==> config.mk <==
export PLATFORM = sky130hd
export DESIGN_NAME = emmc_serdes_link
export DESIGN_NICKNAME = d
export VERILOG_FILES = /design/src/emmc_link_pkg.sv /design/src/emmc_serdes_link.sv /design/src/emmc_frame_unpacker.sv /design/src/bitslip_aligner.sv /design/src/lane_deserializer.sv /design/src/lane_serializer.sv /design/src/emmc_frame_packer.sv
export SDC_FILE = /design/constraint.sdc
export NUM_CORES = 1
export LEC_CHECK = 0
export ABC_AREA = 1
export ABC_CLOCK_PERIOD_IN_PS = 3750
export BUFFER_PORTS_ARGS = -buffer_cell sky130_fd_sc_hd__buf_2
export CAP_MARGIN = 25
export CORE_MARGIN = 5
export CORE_UTILIZATION = 51
export CTS_BUF_LIST = sky130_fd_sc_hd__clkbuf_8
export DETAILED_ROUTE_END_ITERATION = 10
export GPL_ROUTABILITY_DRIVEN = 0
export PLACE_DENSITY = 0.7
export SYNTH_ARGS = -nofsm -noshare
export SYNTH_HDL_FRONTEND = slang
export SYNTH_HIERARCHICAL = 1
export SYNTH_SLANG_ARGS = --single-unit
export TNS_END_PERCENT = 10
==> constraint.sdc <==
create_clock -name txclk_div -period 3.75 [get_ports txclk_div]
set_input_delay 0.5625 -clock txclk_div [delete_from_list [all_inputs] [get_ports txclk_div]]
set_output_delay 0.5625 -clock txclk_div [all_outputs]
set_load 0.03 [all_outputs]
==> src/emmc_link_pkg.sv <==
package emmc_link_pkg;

    ////////////////////////////////////////
    // Frame geometry
    ////////////////////////////////////////

    localparam int FRAME_BITS = 8;                       // Serial bits per frame word

    typedef logic [FRAME_BITS-1:0]         frame_word_t; // One word on a lane
    typedef logic [3:0]                    emmc_dat_t;   // eMMC DAT[3:0]
    typedef logic [$clog2(FRAME_BITS)-1:0] bit_cnt_t;    // Bit position inside a frame

    // Last bit position, the counter wraps after it
    localparam bit_cnt_t LAST_BIT = bit_cnt_t'(FRAME_BITS - 1);

    ////////////////////////////////////////
    // Lane contents
    ////////////////////////////////////////

    // Training lane repeats this word forever
    // No rotation of C3 equals C3, so the match marks exactly one boundary
    localparam frame_word_t TRAIN_PATTERN = 8'hC3;

    // Data word layout, MSB goes out first
    localparam int VALID_BIT  = 7;   // Set only for words that carry host fields
    localparam int CMD_BIT    = 6;   // CMD line level
    localparam int CMD_OE_BIT = 5;   // CMD output enable
    localparam int DAT_OE_BIT = 4;   // Shared output enable of DAT[3:0]
    localparam int DAT_HI     = 3;   // DAT bus upper bit
    localparam int DAT_LO     = 0;   // DAT bus lower bit

    ////////////////////////////////////////
    // Receiver alignment
    ////////////////////////////////////////

    typedef enum logic [2:0] {
        SLIP,    // One-cycle slip pulse to the deserializer
        WAIT_A,  // Waiting for the first strobe after a slip
        WAIT_B,  // Counting the remaining settle strobes
        CHECK,   // Next strobe is compared against the pattern
        LOCKED   // Boundary found, held until reset
    } align_state_t;

endpackage
==> src/emmc_serdes_link.sv <==
`timescale 1ns/1ps

module emmc_serdes_link #(
    parameter int LOCK_WAIT_FRAMES = 2   // Settle strobes after each slip
) (
    input  logic                     txclk_div,
    input  logic                     rst,          // Synchronous, active low
    // Host transmit side
    input  logic                     tx_req_i,
    input  logic                     tx_cmd_i,
    input  logic                     tx_cmd_oe_i,
    input  logic                     tx_dat_oe_i,
    input  emmc_link_pkg::emmc_dat_t tx_dat_i,
    output logic                     tx_ack_o,
    // Serial lanes
    output logic                     ser_train_o,
    output logic                     ser_data_o,
    input  logic                     ser_train_i,
    input  logic                     ser_data_i,
    // Receive side
    output logic                     rx_valid_o,
    output logic                     rx_cmd_o,
    output logic                     rx_cmd_oe_o,
    output logic                     rx_dat_oe_o,
    output emmc_link_pkg::emmc_dat_t rx_dat_o,
    output logic                     rx_locked_o
);

    logic                       frame_start;   // Serializer to packer
    emmc_link_pkg::frame_word_t tx_word;       // Packer to serializer
    emmc_link_pkg::frame_word_t rx_train_word; // Deserializer to aligner
    emmc_link_pkg::frame_word_t rx_data_word;  // Deserializer to unpacker
    logic                       word_stb;
    logic                       slip;

    ////////////////////////////////////////
    // Transmitter
    ////////////////////////////////////////

    emmc_frame_packer u_packer (
        .txclk_div     (txclk_div),
        .rst           (rst),
        .frame_start_i (frame_start),
        .tx_req_i      (tx_req_i),
        .tx_cmd_i      (tx_cmd_i),
        .tx_cmd_oe_i   (tx_cmd_oe_i),
        .tx_dat_oe_i   (tx_dat_oe_i),
        .tx_dat_i      (tx_dat_i),
        .tx_ack_o      (tx_ack_o),
        .data_word_o   (tx_word)
    );

    lane_serializer u_serializer (
        .txclk_div     (txclk_div),
        .rst           (rst),
        .data_word_i   (tx_word),
        .frame_start_o (frame_start),
        .ser_train_o   (ser_train_o),
        .ser_data_o    (ser_data_o)
    );

    ////////////////////////////////////////
    // Receiver
    ////////////////////////////////////////

    lane_deserializer u_deserializer (
        .txclk_div    (txclk_div),
        .rst          (rst),
        .ser_train_i  (ser_train_i),
        .ser_data_i   (ser_data_i),
        .slip_i       (slip),
        .train_word_o (rx_train_word),
        .data_word_o  (rx_data_word),
        .word_stb_o   (word_stb)
    );

    bitslip_aligner #(
        .LOCK_WAIT_FRAMES (LOCK_WAIT_FRAMES)
    ) u_aligner (
        .txclk_div    (txclk_div),
        .rst          (rst),
        .word_stb_i   (word_stb),
        .train_word_i (rx_train_word),
        .slip_o       (slip),
        .locked_o     (rx_locked_o)    // Also gates the unpacker
    );

    emmc_frame_unpacker u_unpacker (
        .txclk_div   (txclk_div),
        .rst         (rst),
        .word_stb_i  (word_stb),
        .locked_i    (rx_locked_o),
        .data_word_i (rx_data_word),
        .rx_valid_o  (rx_valid_o),
        .rx_cmd_o    (rx_cmd_o),
        .rx_cmd_oe_o (rx_cmd_oe_o),
        .rx_dat_oe_o (rx_dat_oe_o),
        .rx_dat_o    (rx_dat_o)
    );

endmodule

==> src/emmc_frame_unpacker.sv <==
`timescale 1ns/1ps

module emmc_frame_unpacker (
    input  logic                       txclk_div,
    input  logic                       rst,          // Synchronous, active low
    input  logic                       word_stb_i,   // Boundary strobe
    input  logic                       locked_i,     // Aligner lock
    input  emmc_link_pkg::frame_word_t data_word_i,  // Aligned data lane word
    output logic                       rx_valid_o,   // One-cycle field strobe
    output logic                       rx_cmd_o,
    output logic                       rx_cmd_oe_o,
    output logic                       rx_dat_oe_o,
    output emmc_link_pkg::emmc_dat_t   rx_dat_o
);

    logic take;  // Word carries host fields

    // Idle words and pre-lock garbage are dropped here
    assign take = word_stb_i && locked_i && data_word_i[emmc_link_pkg::VALID_BIT];

    always_ff @(posedge txclk_div) begin
        if (!rst) begin
            rx_valid_o <= 1'b0;
        end else begin
            rx_valid_o <= take;                             // No back-pressure
        end
    end

    // Field registers follow the strobe
    always_ff @(posedge txclk_div) begin
        if (take) begin
            rx_cmd_o    <= data_word_i[emmc_link_pkg::CMD_BIT];
            rx_cmd_oe_o <= data_word_i[emmc_link_pkg::CMD_OE_BIT];
            rx_dat_oe_o <= data_word_i[emmc_link_pkg::DAT_OE_BIT];
            rx_dat_o    <= data_word_i[emmc_link_pkg::DAT_HI:emmc_link_pkg::DAT_LO];
        end
    end

    // Strobes from the deserializer are a frame apart
    a_valid_one_cycle: assert property (@(posedge txclk_div) disable iff (!rst)
        rx_valid_o |=> !rx_valid_o)
        else $error("rx_valid_o held longer than one cycle");

endmodule

==> src/bitslip_aligner.sv <==
`timescale 1ns/1ps

module bitslip_aligner #(
    parameter int LOCK_WAIT_FRAMES = 2   // Strobes skipped after each slip
) (
    input  logic                       txclk_div,
    input  logic                       rst,          // Synchronous, active low
    input  logic                       word_stb_i,   // Boundary strobe from deserializer
    input  emmc_link_pkg::frame_word_t train_word_i, // Training word at that boundary
    output logic                       slip_o,       // One-cycle slip request
    output logic                       locked_o      // Boundary found
);

    // Counter holds 1 to LOCK_WAIT_FRAMES-1
    localparam int WAIT_W = (LOCK_WAIT_FRAMES > 1) ? $clog2(LOCK_WAIT_FRAMES) : 1;
    localparam logic [WAIT_W-1:0] WAIT_LAST = WAIT_W'(LOCK_WAIT_FRAMES - 1);

    emmc_link_pkg::align_state_t state;
    logic [WAIT_W-1:0]           wait_cnt;  // Strobes seen since the slip

    ////////////////////////////////////////
    // Slip and wait FSM
    ////////////////////////////////////////

    always_ff @(posedge txclk_div) begin
        if (!rst) begin
            state    <= emmc_link_pkg::WAIT_A;  // Let the lanes fill before the first check
            wait_cnt <= '0;
            slip_o   <= 1'b0;
            locked_o <= 1'b0;
        end else begin
            case (state)
                emmc_link_pkg::SLIP: begin
                    slip_o <= 1'b0;                         // Single pulse only
                    state  <= emmc_link_pkg::WAIT_A;
                end
                emmc_link_pkg::WAIT_A: begin
                    if (word_stb_i) begin
                        wait_cnt <= WAIT_W'(1);
                        if (LOCK_WAIT_FRAMES == 1) begin
                            state <= emmc_link_pkg::CHECK;
                        end else begin
                            state <= emmc_link_pkg::WAIT_B;
                        end
                    end
                end
                emmc_link_pkg::WAIT_B: begin
                    if (word_stb_i) begin
                        if (wait_cnt == WAIT_LAST) begin
                            state <= emmc_link_pkg::CHECK;  // Next strobe gets compared
                        end else begin
                            wait_cnt <= wait_cnt + 1'b1;
                        end
                    end
                end
                emmc_link_pkg::CHECK: begin
                    if (word_stb_i) begin
                        if (train_word_i == emmc_link_pkg::TRAIN_PATTERN) begin
                            state    <= emmc_link_pkg::LOCKED;
                            locked_o <= 1'b1;
                        end else begin
                            state  <= emmc_link_pkg::SLIP;  // Try the next bit position
                            slip_o <= 1'b1;
                        end
                    end
                end
                emmc_link_pkg::LOCKED: ;                    // Stays until reset
                default: state <= emmc_link_pkg::WAIT_A;
            endcase
        end
    end

    a_no_slip_locked: assert property (@(posedge txclk_div) disable iff (!rst)
        !(slip_o && locked_o))
        else $error("slip_o high while locked");

endmodule

==> src/lane_deserializer.sv <==
`timescale 1ns/1ps

module lane_deserializer (
    input  logic                       txclk_div,
    input  logic                       rst,          // Synchronous, active low
    input  logic                       ser_train_i,  // Training lane in
    input  logic                       ser_data_i,   // Data lane in
    input  logic                       slip_i,       // Hold counter one cycle
    output emmc_link_pkg::frame_word_t train_word_o, // Parallel training word
    output emmc_link_pkg::frame_word_t data_word_o,  // Parallel data word
    output logic                       word_stb_o    // One cycle per boundary
);

    localparam int FB = emmc_link_pkg::FRAME_BITS;

    emmc_link_pkg::bit_cnt_t bit_cnt;       // Receiver frame position
    logic [FB-2:0]           train_sr;      // Seven older bits, newest bit comes from the pin
    logic [FB-2:0]           data_sr;
    logic                    at_boundary;   // Full word present this cycle

    // A held count never produces a boundary
    assign at_boundary = (bit_cnt == emmc_link_pkg::LAST_BIT) && !slip_i;

    ////////////////////////////////////////
    // Shift-in and word capture
    ////////////////////////////////////////

    always_ff @(posedge txclk_div) begin
        train_sr <= {train_sr[FB-3:0], ser_train_i};        // Shift every cycle, slip or not
        data_sr  <= {data_sr[FB-3:0], ser_data_i};
        if (at_boundary) begin
            train_word_o <= {train_sr, ser_train_i};        // Oldest bit lands in MSB
            data_word_o  <= {data_sr, ser_data_i};
        end
    end

    ////////////////////////////////////////
    // Slippable counter
    ////////////////////////////////////////

    always_ff @(posedge txclk_div) begin
        if (!rst) begin
            bit_cnt    <= '0;
            word_stb_o <= 1'b0;
        end else begin
            if (!slip_i) begin
                bit_cnt <= bit_cnt + 1'b1;                  // Held count moves boundary one bit
            end
            word_stb_o <= at_boundary;                      // Words valid with the strobe
        end
    end

endmodule

==> src/lane_serializer.sv <==
`timescale 1ns/1ps

module lane_serializer (
    input  logic                       txclk_div,
    input  logic                       rst,           // Synchronous, active low
    input  emmc_link_pkg::frame_word_t data_word_i,   // From packer, stable at count zero
    output logic                       frame_start_o, // Last bit of current frame
    output logic                       ser_train_o,   // Training lane, MSB first
    output logic                       ser_data_o     // Data lane, MSB first
);

    emmc_link_pkg::bit_cnt_t    bit_cnt;    // Free running frame position
    emmc_link_pkg::frame_word_t train_sr;   // Training shift register
    emmc_link_pkg::frame_word_t data_sr;    // Data shift register

    // Packer updates its word on this cycle, ready for the load below
    assign frame_start_o = (bit_cnt == emmc_link_pkg::LAST_BIT);

    assign ser_train_o = train_sr[emmc_link_pkg::FRAME_BITS-1];
    assign ser_data_o  = data_sr[emmc_link_pkg::FRAME_BITS-1];

    ////////////////////////////////////////
    // Frame counter and shift-out
    ////////////////////////////////////////

    always_ff @(posedge txclk_div) begin
        if (!rst) begin
            bit_cnt  <= '0;
            train_sr <= '1;                                 // Lines idle high in reset
            data_sr  <= '1;
        end else begin
            bit_cnt <= bit_cnt + 1'b1;                      // Wraps every frame
            if (bit_cnt == '0) begin
                train_sr <= emmc_link_pkg::TRAIN_PATTERN;   // New frame on both lanes
                data_sr  <= data_word_i;
            end else begin
                train_sr <= {train_sr[emmc_link_pkg::FRAME_BITS-2:0], 1'b1};
                data_sr  <= {data_sr[emmc_link_pkg::FRAME_BITS-2:0], 1'b1};
            end
        end
    end

endmodule

==> src/emmc_frame_packer.sv <==
`timescale 1ns/1ps

module emmc_frame_packer (
    input  logic                       txclk_div,
    input  logic                       rst,           // Synchronous, active low
    input  logic                       frame_start_i, // Last bit cycle of the frame on air
    input  logic                       tx_req_i,      // Four-phase request from host
    input  logic                       tx_cmd_i,
    input  logic                       tx_cmd_oe_i,
    input  logic                       tx_dat_oe_i,
    input  emmc_link_pkg::emmc_dat_t   tx_dat_i,
    output logic                       tx_ack_o,      // Four-phase acknowledge
    output emmc_link_pkg::frame_word_t data_word_o    // Next word for the data lane
);

    // Handshake states
    typedef enum logic [1:0] {
        PK_IDLE,     // Free, ack low
        PK_LATCHED,  // Fields taken at the boundary
        PK_ACK       // Ack high until the host drops req
    } pk_state_t;

    pk_state_t                  state;
    logic                       accept;     // Request taken this cycle
    emmc_link_pkg::frame_word_t next_word;  // Word for the coming frame

    // Only a free packer takes a request, and only on a boundary
    assign accept = (state == PK_IDLE) && tx_req_i && frame_start_i;

    assign tx_ack_o = (state == PK_ACK);

    ////////////////////////////////////////
    // Word build
    ////////////////////////////////////////

    always_comb begin
        next_word = '0;                                     // Idle word, valid clear
        if (accept) begin
            next_word[emmc_link_pkg::VALID_BIT]  = 1'b1;
            next_word[emmc_link_pkg::CMD_BIT]    = tx_cmd_i;
            next_word[emmc_link_pkg::CMD_OE_BIT] = tx_cmd_oe_i;
            next_word[emmc_link_pkg::DAT_OE_BIT] = tx_dat_oe_i;
            next_word[emmc_link_pkg::DAT_HI:emmc_link_pkg::DAT_LO] = tx_dat_i;
        end
    end

    ////////////////////////////////////////
    // Handshake FSM
    ////////////////////////////////////////

    always_ff @(posedge txclk_div) begin
        if (!rst) begin
            state       <= PK_IDLE;
            data_word_o <= '0;                              // Idles go out first
        end else begin
            case (state)
                PK_IDLE: begin
                    if (accept) begin
                        state <= PK_LATCHED;
                    end
                end
                PK_LATCHED: state <= PK_ACK;                // Ack rises one cycle after latch
                PK_ACK: begin
                    if (!tx_req_i) begin
                        state <= PK_IDLE;                   // Ack falls next cycle
                    end
                end
                default: state <= PK_IDLE;
            endcase
            if (frame_start_i) begin
                data_word_o <= next_word;                   // Serializer loads it at count zero
            end
        end
    end

    // Host must hold req while the packer is about to acknowledge
    a_ack_needs_req: assert property (@(posedge txclk_div) disable iff (!rst)
        (!tx_ack_o && !tx_req_i) |=> !tx_ack_o)
        else $error("tx_ack_o rose while tx_req_i was low");

endmodule

Word-level counts from Yosys, hierarchy flattened

Cells that the tools add are included.

RAM bits: 0
Latch bits: 0
Output and inout port bits: 12
Memories kept: 0
Word-level logic and storage cells: 80
Register bits: 77
Memory bits (read-only): 0

Reductions and logical operators: 18
Equal/unequal tests: 16
Multiplexer cells: 19
Multiply operators: 0
$lt $le $gt $ge: 0
$add $sub $neg: 3
Bitwise operators: 2
Shift-type cells: 0
Divide/modulo/power cells: 0

Operators with widths:

| kind                                                                  | count |
|---|---|
| 8-bit 2-to-1 mux                                                      | 2 |
| 3-bit 2-to-1 mux                                                      | 5 |
| 3-bit one-hot mux with 4 select lines                                 | 1 |
| 2-bit != test, second input constant                                  | 5 |
| 3-bit equality test, second input constant                            | 3 |
| 3-bit AND reduction                                                   | 3 |
| 8-bit equality test, second input constant                            | 1 |
| 3-bit by 1-bit adder with 3-bit output, second input constant         | 2 |
| 3-bit by 2-bit equality test with 1-bit output, second input constant | 2 |
| 3-bit zero test                                                       | 2 |
| 6-bit 2-to-1 mux                                                      | 1 |
| 2-bit one-hot mux with 3 select lines                                 | 1 |
| 1-bit logical AND                                                     | 5 |
| 1-bit 2-to-1 mux                                                      | 5 |
| 5-bit AND reduction                                                   | 1 |
| 2-bit 2-to-1 mux                                                      | 2 |
| 2-bit by 1-bit != test with 1-bit output, second input constant       | 2 |
| 1-bit one-hot mux with 2 select lines                                 | 2 |
| 2-bit AND reduction                                                   | 2 |
| 2-bit nonzero test                                                    | 2 |
| 3-bit by 1-bit equality test with 1-bit output, second input constant | 1 |
| 2-bit by 1-bit equality test with 1-bit output, second input constant | 1 |
| 2-bit equality test, second input constant                            | 1 |
| 2-bit zero test                                                       | 1 |
| 4 further kinds                                                       | 5 |

Logic depth before layout (Yosys ltp)

Gate-level depths: netlist (run 1).

Depth after elaboration: 5
Depth in mapped cells: 7
Depth with buffers taken out: 7

Hierarchy

The synthesis (run 1) kept the hierarchy.

By module, submodules not included:

| module              | instances | seq. area each (sq um) | area each (sq um) | cells each |
|---|---|---|---|---|
| lane_deserializer   | 1         | 840.8                  | 937.1             | 54 |
| lane_serializer     | 1         | 340.3                  | 595.6             | 68 |
| emmc_frame_packer   | 1         | 200.2                  | 346.6             | 44 |
| bitslip_aligner     | 1         | 120.1                  | 312.8             | 46 |
| emmc_frame_unpacker | 1         | 230.2                  | 254.0             | 12 |

Least setup slack after synthesis (run 1)

Ideal clock, no wire load.

Path type: flip-flop to flip-flop
From: reg u_deserializer.bit_cnt[0]
To: reg u_deserializer.data_word_o[0] (enable)
Path buffers: 0
Library setup time: 0.389 ns
Stages on the path, launching flop included: 5
Arrival time: 1.346 ns
Setup slack: 2.015 ns
Required time: 3.361 ns
Path through: dfxtp_1 > ha_1 > ha_1 > inv_1 > nor2_1

Cells in the longest elaborated chain, start to end: 2

Ends and longest elaborated chain:

| item                           | RTL line                | text |
|---|---|---|
| from (decl)                    | lane_deserializer.sv:16 | `emmc_link_pkg::bit_cnt_t bit_cnt;` |
| from (signal assigned)         | lane_deserializer.sv:47 | `bit_cnt <= bit_cnt + 1'b1;` |
| 3-bit equality test            | lane_deserializer.sv:22 | `assign at_boundary = (bit_cnt == emmc_link_pkg::LAST_BIT) && !slip_i;` |
| 1-bit logical AND              | lane_deserializer.sv:22 |  |
| via u_deserializer.at_boundary | lane_deserializer.sv:19 | `logic at_boundary;` |
| to (signal assigned)           | lane_deserializer.sv:33 | `data_word_o <= {data_sr, ser_data_i};` |
| to (decl)                      | lane_deserializer.sv:10 | `output emmc_link_pkg::frame_word_t data_word_o,` |

The timed path passes the listed nets, and every way through them passes these cells.
A chain may end at the register's enable or synchronous reset.

Worst setup path after layout (run 1)

From: reg u_deserializer.bit_cnt[0]
To: reg u_deserializer.train_word_o[0] (enable)

Cells in the longest elaborated chain, start to end: 2

Ends and longest elaborated chain:

| item                           | RTL line                | text |
|---|---|---|
| 3-bit equality test            | lane_deserializer.sv:22 |  |
| 1-bit logical AND              | lane_deserializer.sv:22 |  |
| via u_deserializer.at_boundary | lane_deserializer.sv:19 |  |
| to (signal assigned)           | lane_deserializer.sv:32 | `train_word_o <= {train_sr, ser_train_i};` |
| to (decl)                      | lane_deserializer.sv:9  | `output emmc_link_pkg::frame_word_t train_word_o,` |

The timed path passes the listed nets, and every way through them passes these cells.

==> impl_metrics.ini, run 1 <==
[status]
outcome = completed

[timing]
holdWs_ns = 0.3380
finalSetupViolations = 0
rsz0062_at_grt = false
skew_ns = 0.006106
layout_setup_ws_ns = 2.007
min_period_ns = 1.743
max_freq_ghz = 0.5739
fin_tns_setup_ns = 0
drv_slew = 0
final-hold-violation-count = 0
slew-limit-headroom = 0.5412
worst_pin_slew_ns = 0.6856
fin_crit_sh = 0.4647

[synthesis]
synth_top_area_frac = 0.4256
yosysUniqueCellTypes = 22
synth_area_mm2 = 0.002446
synth_seq_cells = 75
syn_avg_cell_area_um2 = 10.92
syn-num-nets = 241
syn_inst = 224
ys_seq_area_frac = 0.7079
yosysTopAreaCell = dfxtp_1
ys_warn_count = 6
ys_top_cells_by_area = dfxtp_1 43%, edfxtp_1 28%, nand2_1 8.7%

[layout]
area_growth_pct = 14.02
final_common_cell = nand2_1
layout-drive-gt1-share = 0.2176
diodes = 0
nFillCells = 386
finalNetCount = 274
mostFrequentLayoutCells = 57 x nand2_1, 52 x dfxtp_1, 23 x buf_2, 23 x edfxtp_1, 21 x inv_1

[critical_path]
critPathRequiredTime_ns = 3.80
critPathArrivalTime_ns = 1.80
reg2reg_depth = 5
crit_buf_inv = 2
path_delay_family = simple AND/OR/NAND/NOR gates
end_kind = flip-flop
rrSetupSlack_ns = 2.01
max_stage_delay_ns = 0.52
crit_type = flip-flop to flip-flop
critical_path.slowest_cell = nor2_1
cp_common_cell = ha_1
setup.worst_path.start_class = flip-flop
worstPathCellList = ha_1 -> ha_1 -> inv_1 -> nor2_1 -> buf_6
r2r_start = u_deserializer/bit_cnt[0]
timing.rr.end = u_deserializer/train_word_o[0]
crit_fanout = 9

[global_routing]
grt_max_degree = 26
grt_pass1_vias = 1348
grt_pass1_wl_um = 5651
grt_overflow = 0
grt.total_usage = 0.1209
antenna_found_initial = 0

[clock_network]
cts_tree = yes
cts_buffers = 9
insertion_delay_ns = 0.33
ctsResizeCount = 0
cts.clk_slew.worst_paths_ns = 0.07
cts_hold_buf = 0
post_cts_buffers = 0
cts_root_buf = clkbuf_8
clock_sinks = 75
clockBufferDepth = 2
h-tree-depth = 3

[worst_hold_path]
hold_depth = 1
worst_hold_path.endpoint = u_deserializer/data_sr[0]
hp-start = ser_data_i
hold_path.class = input pin to flip-flop

[flow_run]
max-cap-violations = 0

[floorplan]
rows = 25
die_area_mm2 = 0.006281
die_w_um = 79.26
num_io_pins = 24
core-area_mm2 = 0.004692
dieHeight_um = 79.26
initial_utilization = 0.5213

[drt]
routedWlPerCell_um = 10.19
wl_um = 3219
drt_iter0_markers = 68
drt-vias-per-instance = 4.608
firstDrtPassIters = 4
drc = 0
vias = 1456
antenna_left = 0

[power]
comb_power_share = 0.048
peakVddDrop_uv = 314.3
p_switching_mw = 0.3390
power.density_mw_per_mm2 = 525.8
p_leak_nw = 1.209
clockPowerShare = 0.353
p_int_mw = 1.127
p_seq_frac = 0.599
power_switching_share = 0.2312

[placed_design]
io_buffers = 23
dp_slack_ns = 2.015
dpl.hpwl_um = 2138
==> stage by stage <==
stage	util	cell area (µm²)	cells	total power, mW
global route	0.5944	2789	316	1.533
finish	0.5944	2789	316	1.467
CTS	0.5944	2789	316	1.487
global placement	0.5563	2610	299	0.9636
floorplan	-	2446	224	0.9466
detailed placement	0.5587	2621	300	0.9660
==> routing by layer <==
layer  global-route usage  up-vias  share of wire
met5                    0        -              0
li1                     -      783              -
met4              0.08763        0          0.020
met1               0.1401      635           0.47
met2               0.1801       32           0.46
met3              0.04875        6          0.053
==> worst max path at each step <==
stage | slack [ns] | to | depth (start not counted) | startpoint
3_5_place_dp | 2.01 | u_deserializer/train_word_o[0] | 5 | u_deserializer/bit_cnt[0]
5_1_grt | 1.85 | u_deserializer/train_word_o[0] | 5 | u_deserializer/bit_cnt[0]
4_1_cts | 1.99 | u_deserializer/train_word_o[0] | 5 | u_deserializer/bit_cnt[0]
3_3_place_gp | 1.82 | u_deserializer/train_word_o[0] | 4 | u_deserializer/bit_cnt[0]
2_1_floorplan | 2.02 | u_deserializer/data_word_o[0] | 4 | u_deserializer/bit_cnt[0]
6_report | 2.01 | u_deserializer/train_word_o[0] | 5 | u_deserializer/bit_cnt[0]
==> layout make-up <==
type | instances | area, µm² | share of cell area
inverter | 26 | 97.59 | 0.03499
clock inverter | 7 | 43.79 | 0.01570
multi-input combinational | 121 | 598.1 | 0.2144
clock buffer | 9 | 123.9 | 0.04441
timing repair buffer | 24 | 126.4 | 0.04531
sequential | 75 | 1732 | 0.6209
tap | 54 | 67.56 | 0.02423
==> power groups by stage <==
| stage | clock (mW) | combinational, mW | sequential, mW |
|---|---|---|---|
| floorplan | 0 | 0.0503 | 0.896 |
| global placement | 0 | 0.0681 | 0.896 |
| detailed placement | 0 | 0.0694 | 0.897 |
| CTS | 0.538 | 0.0700 | 0.878 |
| global route | 0.569 | 0.0826 | 0.882 |
| finish | 0.518 | 0.0699 | 0.878 |
==> cell usage after synthesis <==
| cell | instances |
|---|---|
| inv_1 | 21 |
| nand3b_1 | 1 |
| nor2_1 | 16 |
| nand2_2 | 1 |
| o21ai_1 | 1 |
| buf_6 | 1 |
| nor2_4 | 1 |
| nor3_1 | 1 |
| inv_2 | 5 |
| buf_4 | 1 |
| edfxtp_1 | 23 |
| o31ai_1 | 1 |
| nor2_2 | 5 |
| dfxtp_1 | 52 |
| a21oi_1 | 5 |
| and3_2 | 1 |
| nand3_1 | 20 |
| a21oi_2 | 1 |
| ha_1 | 5 |
| or2_1 | 1 |
| nand2_1 | 57 |
| nand3_2 | 4 |
==> kinds of logic (layout without fill, tap and decap cells) <==
logic type | Yosys count | in the layout | synth area share
fa+ha+maj | 5 | 5 | 0.02558
flops | 75 | 75 | 0.7079
simple gates | 108 | 108 | 0.2000
buf+inv | 28 | 66 | 0.04757
compound gates | 8 | 8 | 0.01892
==> worst register-to-register path, cell delays in order (launching register included) <==
cell and delay [ns]:
dfxtp_1 0.36, ha_1 0.17, ha_1 0.15, inv_1 0.04, nor2_1 0.52, buf_6 0.23
==> registers in the layout, indices dropped and copies added (netlist names), 4 cells and up <==
register,cells
u_deserializer/train_word_o,8
u_unpacker/rx_dat_o,4
u_deserializer/data_sr,7
u_deserializer/train_sr,7
u_serializer/data_sr,8
u_deserializer/data_word_o,8
u_packer/data_word_o,8
u_serializer/train_sr,6
Power figures use the tool's default switching activity.
==> run 2, diff against run 1 <==
--- a/config.mk
+++ b/config.mk
@@ -6,7 +6,7 @@
 export NUM_CORES = 1
 export LEC_CHECK = 0
 export ABC_AREA = 1
-export ABC_CLOCK_PERIOD_IN_PS = 3750
+export ABC_CLOCK_PERIOD_IN_PS = 1500
 export BUFFER_PORTS_ARGS = -buffer_cell sky130_fd_sc_hd__buf_2
 export CAP_MARGIN = 25
 export CORE_MARGIN = 5
@@ -14,7 +14,7 @@
 export CTS_BUF_LIST = sky130_fd_sc_hd__clkbuf_8
 export DETAILED_ROUTE_END_ITERATION = 10
 export GPL_ROUTABILITY_DRIVEN = 0
-export PLACE_DENSITY = 0.7
+export PLACE_DENSITY = 0.73
 export SYNTH_ARGS = -nofsm -noshare
 export SYNTH_HDL_FRONTEND = slang
 export SYNTH_HIERARCHICAL = 1
==> constraint.sdc (replaced) <==
create_clock -name txclk_div -period 1.5 [get_ports txclk_div]
set_input_delay 0.225 -clock txclk_div [delete_from_list [all_inputs] [get_ports txclk_div]]
set_output_delay 0.225 -clock txclk_div [all_outputs]
set_load 0.03 [all_outputs]
==> impl_metrics.ini, run 2 (synthesis results as in run 1) <==
[layout]
final_common_cell = nand2_1
finalNetCount = 277
mostFrequentLayoutCells = 57 x nand2_1, 52 x dfxtp_1, 23 x buf_2, 23 x edfxtp_1, 21 x inv_1
final_util = 0.6155
area_growth_pct = 18.06
diodes = 0
layout-drive-gt1-share = 0.2264
finalInstanceArea_mm2 = 0.002888

[clock_network]
ctsResizeCount = 0
cts_root_buf = clkbuf_8
h-tree-depth = 3
cts.clk_slew.worst_paths_ns = 0.07
cts_buffers = 9
insertion_delay_ns = 0.34
cts_tree = yes
clock_sinks = 75
clockBufferDepth = 2

[critical_path]
cp_common_cell = ha_1
timing.rr.end = u_deserializer/train_word_o[2]
reg2reg_depth = 5
rrSetupSlack_ns = 0.21
r2r_start = u_deserializer/bit_cnt[0]
worstSetupStartpoint = u_deserializer/bit_cnt[0]
critical_path_depth = 5
end_kind = flip-flop
worstPathCellList = ha_1 -> ha_1 -> inv_1 -> nor2_2 -> buf_4
crit_end = u_deserializer/train_word_o[2]
critPathRequiredTime_ns = 1.54
crit_type = flip-flop to flip-flop
critPathArrivalTime_ns = 1.33
path_delay_family = flip-flops
setup.worst_path.start_class = flip-flop
critical_path.slowest_cell = dfxtp_1
crit_fanout = 16
crit_buf_inv = 2
max_stage_delay_ns = 0.35

[drt]
routedWlPerCell_um = 10.12
firstDrtPassIters = 4
vias = 1470
drc = 0
wl_um = 3228
antenna_left = 0
drt-vias-per-instance = 4.608
drt_iter0_markers = 63

[floorplan]
die_w_um = 79.26
die_area_mm2 = 0.006281
initial_utilization = 0.5213
dieHeight_um = 79.26
num_io_pins = 24
core-area_mm2 = 0.004692
rows = 25

[status]
outcome = completed

[worst_hold_path]
hp-start = tx_dat_i[0]
hold_path.class = input pin to flip-flop

[timing]
finalSetupViolations = 0
max_freq_ghz = 0.7734
skew_ns = 0.003988
fin_tns_setup_ns = 0
final-hold-violation-count = 0
holdWs_ns = 0.06572
min_period_ns = 1.293
fin_crit_sh = 0.8619
slew-limit-headroom = 0.8007
worst_pin_slew_ns = 0.2966
rsz0062_at_grt = false
drv_slew = 0

[power]
total_power_mw = 4.171
peakVddDrop_uv = 1078
p_leak_nw = 1.253
power.density_mw_per_mm2 = 1445

[placed_design]
dpl.hpwl_um = 2193
io_buffers = 23
placed_area_mm2 = 0.002628

[global_routing]
grt_overflow = 0
grt_pass1_wl_um = 5699
grt.total_usage = 0.1201
grt_pass1_vias = 1403
antenna_found_initial = 0
grt_max_degree = 17

[flow_run]
max-cap-violations = 0
## run 2: cell type report
| cell class | instances | area, µm² |
|---|---|---|
| clock inverter | 7 | 116.4 |
| inverter | 26 | 97.59 |
| timing repair buffer | 27 | 150.1 |
| fill | 381 | 1804 |
| clock buffer | 9 | 123.9 |
| tap | 54 | 67.56 |
| sequential | 75 | 1732 |
| multi-input combinational | 121 | 600.6 |
## run 2: per-layer routing
layer	track usage	part of all wire
met1	0.1296	0.46
met2	0.1919	0.46
met3	0.05556	0.060
met5	0	0
met4	0.07216	0.018
## run 2: metrics by stage
step	setup slack, ns	instances
2_1_floorplan	0.02800	224
3_3_place_gp	0.2313	301
3_5_place_dp	0.2058	301
4_1_cts	0.1947	319
5_1_grt	0.1097	319
6_report	0.2071	319
## run 2: worst min path at each step
| stage | end | slack, ns | depth (start not counted) |
|---|---|---|---|
| floorplan | u_deserializer/data_sr[0] | 0.25 | 0 |
| global placement | u_deserializer/train_sr[6] | 0.34 | 0 |
| detailed placement | u_deserializer/data_sr[2] | 0.33 | 0 |
| CTS | u_packer/data_word_o[0] | 0.05 | 3 |
| global route | u_packer/data_word_o[3] | 0.05 | 3 |
| finish | u_packer/data_word_o[0] | 0.07 | 3 |
## run 2: timing repair
item	4_1_cts	5_1_grt
endpoints found under the hold margin	2	0
hold buffers	2	0
buffers inserted	0	0
## run 2: tightest hold or removal path: cells and delay by family
| kind | cells | cell delay, ns |
|---|---|---|
| buf+inv | 1 | 0.07 |
| simple gates | 2 | 0.08 |
## run 2: power by group
part	internal, mW	total, mW	switching [mW]
Combinational	0.0682	0.176	0.108
Clock	1.10	1.80	0.700
Sequential	2.16	2.20	0.0323
==> run 3, diff against run 2 <==
--- a/config.mk
+++ b/config.mk
@@ -6,15 +6,13 @@
 export NUM_CORES = 1
 export LEC_CHECK = 0
 export ABC_AREA = 1
-export ABC_CLOCK_PERIOD_IN_PS = 1500
+export ABC_CLOCK_PERIOD_IN_PS = 1300
 export BUFFER_PORTS_ARGS = -buffer_cell sky130_fd_sc_hd__buf_2
-export CAP_MARGIN = 25
 export CORE_MARGIN = 5
 export CORE_UTILIZATION = 51
 export CTS_BUF_LIST = sky130_fd_sc_hd__clkbuf_8
 export DETAILED_ROUTE_END_ITERATION = 10
-export GPL_ROUTABILITY_DRIVEN = 0
-export PLACE_DENSITY = 0.73
+export PLACE_DENSITY = 0.7
 export SYNTH_ARGS = -nofsm -noshare
 export SYNTH_HDL_FRONTEND = slang
 export SYNTH_HIERARCHICAL = 1
==> constraint.sdc (replaced) <==
create_clock -name txclk_div -period 1.3 [get_ports txclk_div]
set_input_delay 0.195 -clock txclk_div [delete_from_list [all_inputs] [get_ports txclk_div]]
set_output_delay 0.195 -clock txclk_div [all_outputs]
set_load 0.03 [all_outputs]
==> impl_metrics.ini, run 3 (synthesis results as in run 1) <==
[timing]
rsz0062_at_grt = false
min_period_ns = 1.230
finalSetupViolations = 0
drv_slew = 0
fin_crit_sh = 0.9460
final-hold-violation-count = 0
holdWs_ns = 0.03764
fin_tns_setup_ns = 0
worst_pin_slew_ns = 0.3029
slew-limit-headroom = 0.7965
layout_setup_ws_ns = 0.07026
max_freq_ghz = 0.8132
skew_ns = 0.004987

[global_routing]
grt_max_degree = 17
grt_pass1_wl_um = 6127
grt_pass1_vias = 1487
antenna_found_initial = 0
grt.total_usage = 0.1313
grt_overflow = 0

[power]
peakVddDrop_uv = 955.4
p_leak_nw = 1.258
total_power_mw = 4.826
power.density_mw_per_mm2 = 1650

[worst_hold_path]
hp-start = tx_dat_oe_i
hold_path.class = input pin to flip-flop

[drt]
drt-vias-per-instance = 4.638
vias = 1484
drc = 0
antenna_left = 0
firstDrtPassIters = 4
drt_iter0_markers = 51
routedWlPerCell_um = 10.32
wl_um = 3301

[layout]
finalInstanceArea_mm2 = 0.002924
mostFrequentLayoutCells = 57 x nand2_1, 50 x dfxtp_1, 23 x edfxtp_1
seq_area_mm2 = 0.001734
nFillCells = 380
diodes = 0
area_growth_pct = 19.54
final_common_cell = nand2_1
multiInputGateArea_um2 = 613.1
layout-drive-gt1-share = 0.2368
finalNetCount = 278

[clock_network]
h-tree-depth = 3
insertion_delay_ns = 0.34
clockBufferDepth = 2
clock_sinks = 75
cts.clk_slew.worst_paths_ns = 0.07
cts_tree = yes
cts_root_buf = clkbuf_8
cts_buffers = 9

[floorplan]
core-area_mm2 = 0.004692
num_io_pins = 24
rows = 25
initial_utilization = 0.5213
die_area_mm2 = 0.006281
die_w_um = 79.26
dieHeight_um = 79.26

[flow_run]
max-cap-violations = 0

[status]
outcome = completed

[critical_path]
worstSetupStartpoint = u_deserializer/bit_cnt[0]
setup.worst_path.start_class = flip-flop
crit_type = flip-flop to flip-flop
critPathArrivalTime_ns = 1.28
r2r_start = u_deserializer/bit_cnt[0]
end_kind = flip-flop
crit_fanout = 16
critPathRequiredTime_ns = 1.35

[placed_design]
dpl.hpwl_um = 2182
gp_congestion = 0.8339
io_buffers = 23
placed_area_mm2 = 0.002653
dp_slack_ns = 0.04853
[run 3: cell types whose count changed in the layout (fill, tap and decap cells not counted), moves of 2 or more]
cell / before / now
nor2_4: 1 / 3
dfxtp_2: 0 / 2
nor2_2: 6 / 4
dfxtp_1: 52 / 50
[run 3: final cells by class]
type / count / area share
inverters: 26 / 0.03338
multi-input cells: 121 / 0.2097
clock inverters: 7 / 0.03937
flip-flops and latches: 75 / 0.5931
clock buffers: 9 / 0.04236
repair buffers: 28 / 0.05905
well taps: 54 / 0.02311
[run 3: critical path, cell delays in order (launching register included)]
cell and delay [ns]:
dfxtp_2 0.34, ha_1 0.14, ha_1 0.15, inv_1 0.06, nor2_4 0.10, buf_12 0.15
[run 3: path summary, 6_finish.rpt]
check,endpoint,slack [ns],cells after the start
max reg2reg,u_deserializer/train_word_o[0],0.07,5
min reg2reg,u_deserializer/train_sr[4],0.35,0
min,u_packer/data_word_o[4],0.04,3
max,u_deserializer/train_word_o[0],0.07,5
[run 3: layer usage]
metal	GRT usage	share of wire	vias up
met5	0	0	-
met4	0.07388	0.025	0
met1	0.1473	0.45	653
met2	0.2054	0.47	32
met3	0.06122	0.055	7
li1	-	-	792
[run 3: through the flow]
| step | utilization | std cells |
|---|---|---|
| 2_1_floorplan | - | 224 |
| 3_3_place_gp | 0.5653 | 302 |
| 3_5_place_dp | 0.5653 | 302 |
| 4_1_cts | 0.6205 | 320 |
| 5_1_grt | 0.6232 | 320 |
| 6_report | 0.6232 | 320 |
[run 3: what timing repair did]
action / in CTS / in global routing
hold buffers: 2 / 0
hold endpoints to repair: 2 / 0
setup endpoints to repair: 0 / 25
buffers inserted: 0 / 0
gates resized for setup: 0 / 6
[run 3: power breakdown]
group | internal (mW) | leakage, nW | total, mW | switching (mW)
combinational | 0.0839 | 0.504 | 0.213 | 0.129
sequential | 2.50 | 0.637 | 2.53 | 0.0377
clock | 1.27 | 0.117 | 2.08 | 0.809
total | 3.85 | 1.26 | 4.83 | 0.976
